$ cat config.mk
export PLATFORM = sky130hd
export DESIGN_NAME = elk_sd_route
export DESIGN_NICKNAME = d
export VERILOG_FILES = /design/src/hw/elk_sd_pkg.sv /design/src/hw/elk_sd_route.sv
export SDC_FILE = /design/constraint.sdc
export NUM_CORES = 1
export LEC_CHECK = 0
export ABC_AREA = 0
export BUFFER_PORTS_ARGS = -buffer_cell sky130_fd_sc_hd__buf_2
export CAP_MARGIN = 30
export CORE_MARGIN = 10
export CORE_UTILIZATION = 28
export CTS_CLUSTER_DIAMETER = 60
export DETAILED_ROUTE_END_ITERATION = 12
export PLACE_DENSITY = 0.42
export SLEW_MARGIN = 20
export SYNTH_ARGS = -nofsm -noshare
export SYNTH_HDL_FRONTEND = slang
export SYNTH_SLANG_ARGS = --single-unit
export TNS_END_PERCENT = 30
$ cat constraint.sdc
create_clock -name clk_sys -period 1.8 [get_ports clk_sys]
set_input_delay 0 -clock clk_sys [delete_from_list [all_inputs] [get_ports clk_sys]]
set_output_delay 0 -clock clk_sys [all_outputs]
set_load 0.01 [all_outputs]
$ cat src/hw/elk_sd_pkg.sv
// SD activity timer definitions
// Counter width and typedef, default LED hold time
package elk_sd_pkg;

	// Wide enough for the default hold
	localparam int ACT_CNT_W = 22;

	typedef logic [ACT_CNT_W-1:0] act_cnt_t;

	// Cycles of LED hold after the last SPI edge
	localparam act_cnt_t ACT_HOLD_DEFAULT = 22'd2000000;

endpackage

$ cat src/hw/elk_sd_route.sv
// SD card routing between the core and two cards
// Virtual card select latched on image mount
// SPI mux to physical or host card, activity timer, LED drive
module elk_sd_route
	import elk_sd_pkg::*;
#(
	parameter act_cnt_t act_hold = ACT_HOLD_DEFAULT
) (
	input  logic clk_sys,
	input  logic arst_n,
	input  logic sd_sck,
	input  logic sd_mosi,
	input  logic sd_ss,
	input  logic card_miso,
	input  logic vsd_miso,
	input  logic img_mounted,
	input  logic img_nonempty,
	input  logic load_download,
	output logic sd_miso,
	output logic card_sck,
	output logic card_mosi,
	output logic card_cs,
	output logic vsd_ss,
	output logic led_user,
	output logic led_disk_act
);

	logic     vsd_sel;
	logic     mosi_q;
	logic     miso_q;
	logic     toggle;
	logic     sd_act;
	act_cnt_t act_cnt;

	// Non-empty image selects the host card
	always_ff @(posedge clk_sys or negedge arst_n) begin
		if (!arst_n) begin
			vsd_sel <= 1'b0;
		end else if (img_mounted) begin
			vsd_sel <= img_nonempty;
		end
	end

	////////////////////////////////////////////////////////////
	// SPI routing
	////////////////////////////////////////////////////////////

	// Unselected side held idle, chip select high
	assign card_cs   = sd_ss | vsd_sel;
	assign card_sck  = sd_sck & ~vsd_sel;
	assign card_mosi = sd_mosi & ~vsd_sel;
	assign vsd_ss    = sd_ss | ~vsd_sel;
	assign sd_miso   = vsd_sel ? vsd_miso : card_miso;

	////////////////////////////////////////////////////////////
	// Activity timer
	////////////////////////////////////////////////////////////

	// Previous line levels for toggle detect
	always_ff @(posedge clk_sys) begin
		mosi_q <= sd_mosi;
		miso_q <= sd_miso;
	end

	assign toggle = (mosi_q ^ sd_mosi) | (miso_q ^ sd_miso);

	// Parked at the hold limit when idle
	always_ff @(posedge clk_sys or negedge arst_n) begin
		if (!arst_n) begin
			act_cnt <= act_hold;
		end else if (toggle) begin
			act_cnt <= '0;
		end else if (act_cnt != act_hold) begin
			act_cnt <= act_cnt + 1'b1;
		end
	end

	assign sd_act = (act_cnt != act_hold);

	// Download activity shares the user LED
	assign led_user     = load_download | (vsd_sel & sd_act);
	assign led_disk_act = ~vsd_sel & sd_act;

endmodule

Word-level counts from Yosys, hierarchy flattened
Cells that the tools add are included.
{"block": "op_classes", "muxes": 3, "bitwise": 11, "eq_ne": 1, "n_reduce_logical": 1, "add_sub_neg": 1}
{"operator": "22-bit 2-to-1 mux", "n": 2}
{"operator": "22-bit by 1-bit adder with 22-bit output (second input constant)", "n": 1}
{"operator": "22-bit by 21-bit inequality test with 1-bit output (second input constant)", "n": 1}
{"operator": "1-bit AND", "n": 4}
{"operator": "1-bit OR", "n": 4}
{"operator": "2-bit nonzero test", "n": 1}
{"operator": "1-bit bitwise XOR", "n": 2}
{"operator": "1-bit 2-to-1 mux", "n": 1}
{"operator": "1-bit inverter", "n": 1}
{"block": "totals", "reg_bits": 25, "inputBits": 10, "output_inout_bits": 7}

Depth between registers and ports, before layout
Gate-level depths: netlist of the first run.
{"block": "logic_depth", "depth_word": 4, "mapped_depth": 6, "depth_no_buf": 6}

Worst setup path after synthesis of the first run
Ideal clock, no wire load.
{"block": "synth_path", "path_kind": "register -> register", "start": "reg act_cnt[10]", "end": "reg act_cnt[1]", "path_stages_with_launch": 6, "t_arrival_ps": 1585, "path_slack_ps": 135, "t_required_ps": 1721, "path_buffers": 1, "path_cell_list": "dfstp_2 > buf_2 > nand4bb_1 > nor4_1 > and2_1 > mux2i_1"}
{"block": "synth_via", "elab_chain_len": 2}
{"element": "start, declared", "line": "elk_sd_route.sv:33", "source": "act_cnt_t act_cnt;"}
{"element": "start signal, assigned", "line": "elk_sd_route.sv:70", "source": "act_cnt <= act_hold;"}
{"element": "start signal, assigned", "line": "elk_sd_route.sv:74", "source": "act_cnt <= act_cnt + 1'b1;"}
{"element": "22-bit by 21-bit inequality test with 1-bit output", "line": "elk_sd_route.sv:73", "source": "end else if (act_cnt != act_hold) begin"}
{"element": "2-bit nonzero test (no source line)"}
No other way between the ends.
A chain may end at the register's enable or synchronous reset.

Final worst setup path of the first run
{"block": "layout_path", "start": "reg act_cnt[18]", "end": "out led_user"}
{"block": "layout_via", "elab_chain_len": 3}
{"element": "22-bit by 21-bit inequality test with 1-bit output", "line": "elk_sd_route.sv:78", "source": "assign sd_act = (act_cnt != act_hold);"}
{"element": "1-bit AND", "line": "elk_sd_route.sv:81", "source": "assign led_user = load_download | (vsd_sel & sd_act);"}
{"element": "1-bit OR", "line": "elk_sd_route.sv:81"}
{"element": "end, declared", "line": "elk_sd_route.sv:24", "source": "output logic led_user,"}
No other way between the ends.

==> impl_metrics.env, run 1 <==
export IMPL_outcome="finished, final reports clean"
export IMPL_p_leak_nw=0.724
export IMPL_netlist_area_um2=1370
export IMPL_core_area_um2=4720
export IMPL_layout_drive_gt1_share=0.310
export IMPL_area_growth_synth_to_final_pct=29.8
export IMPL_timing_worst_slew_pin_value_ns=0.531
export IMPL_worstSkewPairLatency_ns=0.27
export IMPL_cts_path_max_buffers=2
export IMPL_critical_path_class="flip-flop to output pin"
export IMPL_clk_pin_slew_worst_paths_ns=0.09
export IMPL_insertedDiodeCount=0
export IMPL_vdd_ir_drop_worst_mv=0.240
export IMPL_layout_filler_cells=493
export IMPL_worst_setup_path_start_kind="flip-flop"
export IMPL_synth_async_sr_flop_share=0.920
export IMPL_tritoncts_num_sinks=25
export IMPL_vias_in_the_first_global_route=1154
export IMPL_grtUsageMet2=0.130
export IMPL_globalplace_congestion=0.791
export IMPL_initial_utilization=0.290
export IMPL_cap_violations=0
export IMPL_layout_cell_area_non_filler_um2=1780
export IMPL_drc_errors=0
export IMPL_global_route_usage_met3=0.0183
export IMPL_hold_path_class="primary input to flip-flop"
export IMPL_cts_root_cell="sky130_fd_sc_hd__clkbuf_8"
export IMPL_initial_antenna_violation_count=0
export IMPL_ys_seq_area_frac=0.455
export IMPL_yosys_warnings=0
export IMPL_crit_path_max_fanout=3
export IMPL_synth_xor_area_frac=0.0958
export IMPL_utilization=0.377
export IMPL_timing_critical_path_required_ns=1.80
export IMPL_hold_path_startpoint="vsd_miso"
export IMPL_cts_inserted_buffers=3
export IMPL_arrival_ns=1.76
export IMPL_antenna_violating_nets_post_route=0
export IMPL_yosysTopAreaCellShare=0.292
export IMPL_period_share=0.978
export IMPL_hold_viol=0
export IMPL_synth_top_cell_by_area="sky130_fd_sc_hd__dfrtp_1"
export IMPL_fp_dieArea_um2=8100
export IMPL_mappedNetlistNets=156
export IMPL_finish_net_count=197
export IMPL_grt_first_pass_wirelength_um=5550
export IMPL_clock_tree_htree_level_count=1
export IMPL_syn_avg_cell_area_um2=9.52
export IMPL_grt_ovfl_total=0
export IMPL_stdcell_count=251
export IMPL_busiest_layer="met2"
export IMPL_route_vias_total=1186
export IMPL_grt_max_degree=24
export IMPL_setup_viol=0
export IMPL_floorplan_rows=25
export IMPL_critical_path_endpoint_type="output pin"
export IMPL_cts_tree="done"
export IMPL_ys_dominant_reg_cell="sky130_fd_sc_hd__dfrtp_1"
export IMPL_yosys_area_share_adder=0.0182
export IMPL_dpl_instance_area_um2=1580
export IMPL_largest_family_of_logic_cells_by_synthesized_area="simple AND/OR/NAND/NOR gates"
export IMPL_use_met1=0.104
export IMPL_fin_worst_skew_ns=0.00594
export IMPL_post_detail_place_hpwl_um=2420
export IMPL_r2r_start="act_cnt[7]"
export IMPL_startpoint="act_cnt[18]"
export IMPL_edff_count_synth=0
export IMPL_drt_first_pass_iters=4
export IMPL_power_density_nw_per_um2=598
export IMPL_dr_first_iter_drc_count=37
export IMPL_timing_fmax_mhz=568
export IMPL_chipWidth_um=90.0
export IMPL_timing_max_transition_violations_final=0
export IMPL_rr_worst_depth=4
export IMPL_globalRouteTotalUtil=0.0798
export IMPL_synth_compound_gate_area_share=0.0739
export IMPL_grt_setup_unrepaired="yes"
export IMPL_ys_seq_elements=25
export IMPL_post_synth_and_or_nand_nor_area_fraction=0.298
export IMPL_whs_path_depth=3
export IMPL_slew_limit_headroom=0.646
export IMPL_boundaryPins=17
export IMPL_port_buffers=16
export IMPL_post_synth_mux_area_share=0.0146
export IMPL_wire_length_after_detailed_routing_um=3320
export IMPL_drt_vias_per_instance=4.73
export IMPL_synthTopCellsByArea="sky130_fd_sc_hd__dfrtp_1, sky130_fd_sc_hd__dfstp_2, sky130_fd_sc_hd__xor2_1"
export IMPL_route_detailed_wl_per_inst_um=13.2
export IMPL_netlist_instances=144
export IMPL_synth_distinct_cells=36
export IMPL_placed_cells=231
export IMPL_period_needed_ns=1.76
export IMPL_dieHeight_um=90.0
[kinds of logic (layout without fill, tap and decap cells)]
family	count (synthesis)	after routing
flip-flops	25	25
XOR/XNOR	15	15
multiplexers	2	2
AO/OA/AOI/OAI	17	17
AND/OR/NAND/NOR	70	70
adder cells (fa/ha/maj)	2	2
buffers and inverters	13	53
[synth_stat cells (4+ instances only)]
master / instances
sky130_fd_sc_hd__nor4_1: 4
sky130_fd_sc_hd__nand2_1: 7
sky130_fd_sc_hd__inv_1: 6
sky130_fd_sc_hd__xor2_1: 10
sky130_fd_sc_hd__dfstp_2: 7
sky130_fd_sc_hd__nand3_1: 9
sky130_fd_sc_hd__o31ai_1: 4
sky130_fd_sc_hd__a21oi_1: 8
sky130_fd_sc_hd__or4_1: 4
sky130_fd_sc_hd__nand4_1: 10
sky130_fd_sc_hd__xnor2_1: 5
sky130_fd_sc_hd__nor2_1: 15
sky130_fd_sc_hd__dfrtp_1: 16
[what timing repair did]
action	in CTS	in global routing
buffers inserted	6	5
gates resized for setup	2	6
pin swaps	2	2
endpoints found under the hold margin	19	0
setup endpoints to repair	2	6
hold buffers	5	0
[layer usage]
metal | wire length, µm | part of all wire
met1 | 1670 | 0.50
met5 | 0 | 0
met3 | 88 | 0.026
met4 | 36 | 0.011
met2 | 1520 | 0.46
[critical path: stages, from the launching register on]
cell and delay, ns:
sky130_fd_sc_hd__dfstp_2 0.54, sky130_fd_sc_hd__nand4_1 0.17, sky130_fd_sc_hd__nor4_1 0.24, sky130_fd_sc_hd__buf_4 0.18
sky130_fd_sc_hd__and2_4 0.16, sky130_fd_sc_hd__o21bai_1 0.06, sky130_fd_sc_hd__buf_2 0.14
[flip-flops by register name, summed over array words and instances (netlist names)]
| register | cells |
|---|---|
| act_cnt | 22 |
| mosi_q | 1 |
| miso_q | 1 |
| vsd_sel | 1 |
[layout by cell type, fill, tap and decap left out, types with 2 or more instances in the layout]
cell and n:
sky130_fd_sc_hd__nand3_1 9, sky130_fd_sc_hd__nor2_1 15, sky130_fd_sc_hd__nor4_1 4, sky130_fd_sc_hd__o21ai_0 3, sky130_fd_sc_hd__or3_1 2, sky130_fd_sc_hd__buf_2 16
sky130_fd_sc_hd__nor2b_1 2, sky130_fd_sc_hd__inv_1 6, sky130_fd_sc_hd__clkbuf_8 3, sky130_fd_sc_hd__nand4_1 10, sky130_fd_sc_hd__o31ai_1 4, sky130_fd_sc_hd__xnor2_1 5
sky130_fd_sc_hd__a21oi_1 7, sky130_fd_sc_hd__buf_4 22, sky130_fd_sc_hd__xor2_1 10, sky130_fd_sc_hd__or4_1 4, sky130_fd_sc_hd__and4_1 2, sky130_fd_sc_hd__ha_1 2
sky130_fd_sc_hd__dfstp_2 7, sky130_fd_sc_hd__and2_1 2, sky130_fd_sc_hd__dlygate4sd3_1 5, sky130_fd_sc_hd__dfxtp_1 2, sky130_fd_sc_hd__nand2_1 7, sky130_fd_sc_hd__dfrtp_1 16
sky130_fd_sc_hd__mux2i_1 2
[power by group]
part	internal, mW	switching, mW
combinational	0.0640	0.0801
clock	0.159	0.181
sequential	0.573	0.00881
[path summary, 6_finish.rpt]
check	endpoint	slack [ns]
hold reg to reg	act_cnt[1]	0.56
min in group asynchronous	act_cnt[9]	0.23
max in group asynchronous	act_cnt[19]	1.19
hold / removal	miso_q	0.005
setup reg to reg	act_cnt[19]	0.07
setup / recovery	led_user	0.04
[metrics by stage]
stage,power (mW),setup slack (ns),setup TNS [ns],hold WS [ns]
finish,1.07,0.0396,0,0.00512
floorplan,0.658,0.135,0,-0.296
global route,1.12,-0.0701,-0.130,0.0135
detailed placement,0.721,0.0286,0,0.0219
global placement,0.717,0.0851,0,0.0153
CTS,1.07,-0.0124,-0.0124,0.00227
[layout make-up]
type                            instances  area, µm²  area share
Multi-Input combinational cell        106        709       0.398
Sequential cell                        25        624       0.351
Timing Repair Buffer                   43        295       0.166
Tap cell                               67       83.8      0.0471
Clock buffer                            4       45.0      0.0253
Inverter                                6       22.5      0.0126
Power figures use the tool's default switching activity.
==> run 2, diff against run 1 <==
Settings changed: CTS_BUF_LIST set to sky130_fd_sc_hd__clkbuf_8.
==> run 2 against run 1 <==
Sequential power is essentially flat. Total power decreased by 0.47%. Sequential share of layout area unchanged. Largest power group unchanged. Highest routed layer unchanged.
==> impl_metrics.env, run 2 (synthesized netlist as in run 1, its figures left out) <==
export IMPL_outcome="finished, final reports clean"
export IMPL_insertedDiodeCount=0
export IMPL_timing_critical_path_required_ns=1.80
export IMPL_critical_path_slowest_cell="sky130_fd_sc_hd__dfstp_2"
export IMPL_clock_tree_htree_level_count=1
export IMPL_dr_first_iter_drc_count=37
export IMPL_boundaryPins=17
export IMPL_period_needed_ns=1.76
export IMPL_cts_inserted_buffers=3
export IMPL_utilization=0.377
export IMPL_antenna_violating_nets_post_route=0
export IMPL_route_vias_total=1186
export IMPL_crit_path_max_fanout=3
export IMPL_p_leak_nw=0.728
export IMPL_initial_utilization=0.290
export IMPL_setup_viol=0
export IMPL_cts_tree="done"
export IMPL_globalRouteTotalUtil=0.0798
export IMPL_cell_by_cell_trace_of_the_critical_path="nand4_1 > nor4_1 > buf_4 > and2_4 > o21bai_1 > buf_2"
export IMPL_arrival_ns=1.76
export IMPL_wire_length_after_detailed_routing_um=3320
export IMPL_timing_worst_slew_pin_value_ns=0.531
export IMPL_slew_limit_headroom=0.646
export IMPL_cts_path_max_buffers=2
export IMPL_cts_root_cell="sky130_fd_sc_hd__clkbuf_8"
export IMPL_power_density_nw_per_um2=595
export IMPL_vdd_ir_drop_worst_mv=0.231
export IMPL_period_share=0.978
export IMPL_route_detailed_wl_per_inst_um=13.2
export IMPL_finish_net_count=197
export IMPL_post_detail_place_hpwl_um=2420
export IMPL_timing_max_transition_violations_final=0
export IMPL_tritoncts_num_sinks=25
export IMPL_worstSkewPairLatency_ns=0.27
export IMPL_fin_worst_skew_ns=0.00555
export IMPL_worst_setup_path_start_kind="flip-flop"
export IMPL_grt_max_degree=24
export IMPL_fp_dieArea_um2=8100
export IMPL_drt_first_pass_iters=4
export IMPL_hold_viol=0
export IMPL_critical_path_endpoint_type="output pin"
export IMPL_core_area_um2=4720
export IMPL_grt_setup_unrepaired="yes"
export IMPL_layout_commonest_cell="sky130_fd_sc_hd__buf_4"
export IMPL_post_layout_total_power_mw=1.06
export IMPL_vias_in_the_first_global_route=1154
export IMPL_cap_violations=0
export IMPL_drt_vias_per_instance=4.73
export IMPL_grt_ovfl_total=0
export IMPL_hold_path_class="primary input to flip-flop"
export IMPL_timing_fmax_mhz=568
export IMPL_floorplan_rows=25
export IMPL_area_growth_synth_to_final_pct=29.8
export IMPL_placed_cells=231
export IMPL_critical_path_class="flip-flop to output pin"
export IMPL_mostFrequentLayoutCells="sky130_fd_sc_hd__buf_4, sky130_fd_sc_hd__dfrtp_1, sky130_fd_sc_hd__buf_2"
export IMPL_initial_antenna_violation_count=0
export IMPL_clk_pin_slew_worst_paths_ns=0.09
export IMPL_grt_first_pass_wirelength_um=5550
export IMPL_setup_tns_ns=0
export IMPL_globalplace_congestion=0.791
export IMPL_drc_errors=0
export IMPL_layout_drive_gt1_share=0.310
export IMPL_largest_register_ffs=22
export IMPL_dieHeight_um=90.0
export IMPL_port_buffers=16
export IMPL_chipWidth_um=90.0
export IMPL_largest_register="act_cnt"
export IMPL_max_stage_delay_ns=0.54
export IMPL_stdcell_count=251
-- run 2: metrics by stage --
step,hold WS (ns),worst slack (ns),instance area (µm²)
finish,0.00465,0.0396,1780
CTS,0.00197,-0.0124,1730
global placement,0.0153,0.0851,1580
detailed placement,0.0219,0.0286,1580
global route,0.0130,-0.0701,1780
floorplan,-0.296,0.135,1370
-- run 2: layout make-up --
| class | count | area (µm²) |
|---|---|---|
| flip-flops and latches | 25 | 624 |
| clock inverters | 1 | 3.75 |
| fillers | 493 | 2940 |
| well taps | 67 | 83.8 |
| multi-input cells | 106 | 709 |
| inverters | 6 | 22.5 |
| repair buffers | 43 | 295 |
| clock buffers | 3 | 41.3 |
-- run 2: final timing paths --
check                      slack, ns  cells past startpoint          end   startpoint
max in group asynchronous       1.19                      2  act_cnt[19]       arst_n
hold / removal                 0.005                      3       miso_q     vsd_miso
hold reg to reg                 0.56                      2   act_cnt[1]   act_cnt[1]
setup / recovery                0.04                      6     led_user  act_cnt[18]
setup reg to reg                0.07                      4  act_cnt[19]   act_cnt[7]
min in group asynchronous       0.23                      2   act_cnt[9]       arst_n
-- run 2: report_power, final --
part | total, mW | switching (mW) | internal, mW
combinational | 0.144 | 0.0801 | 0.0640
sequential | 0.581 | 0.00881 | 0.573
clock | 0.335 | 0.182 | 0.153
total | 1.06 | 0.271 | 0.790
-- run 2: per-layer routing --
layer | track usage | vias to the layer above | wire, µm
li1 | - | 593 | -
met1 | 0.104 | 574 | 1670
met5 | 0 | - | 0
met4 | 0.0199 | 0 | 36
met2 | 0.130 | 15 | 1520
met3 | 0.0183 | 4 | 88
-- run 2: worst max-delay path: cells and delay by family (launching register included) --
kind | cells | cell delay [ns]
compound gates | 1 | 0.06
buf+inv | 2 | 0.32
simple gates | 3 | 0.57
flops | 1 | 0.54
-- run 2: timing repair --
action	CTS	global route
resized for setup	2	6
pin swaps	2	2
endpoints found under the setup margin	2	6
hold buffers	5	0
endpoints found under the hold margin	19	0
buffers inserted	6	5
gates cloned	0	0
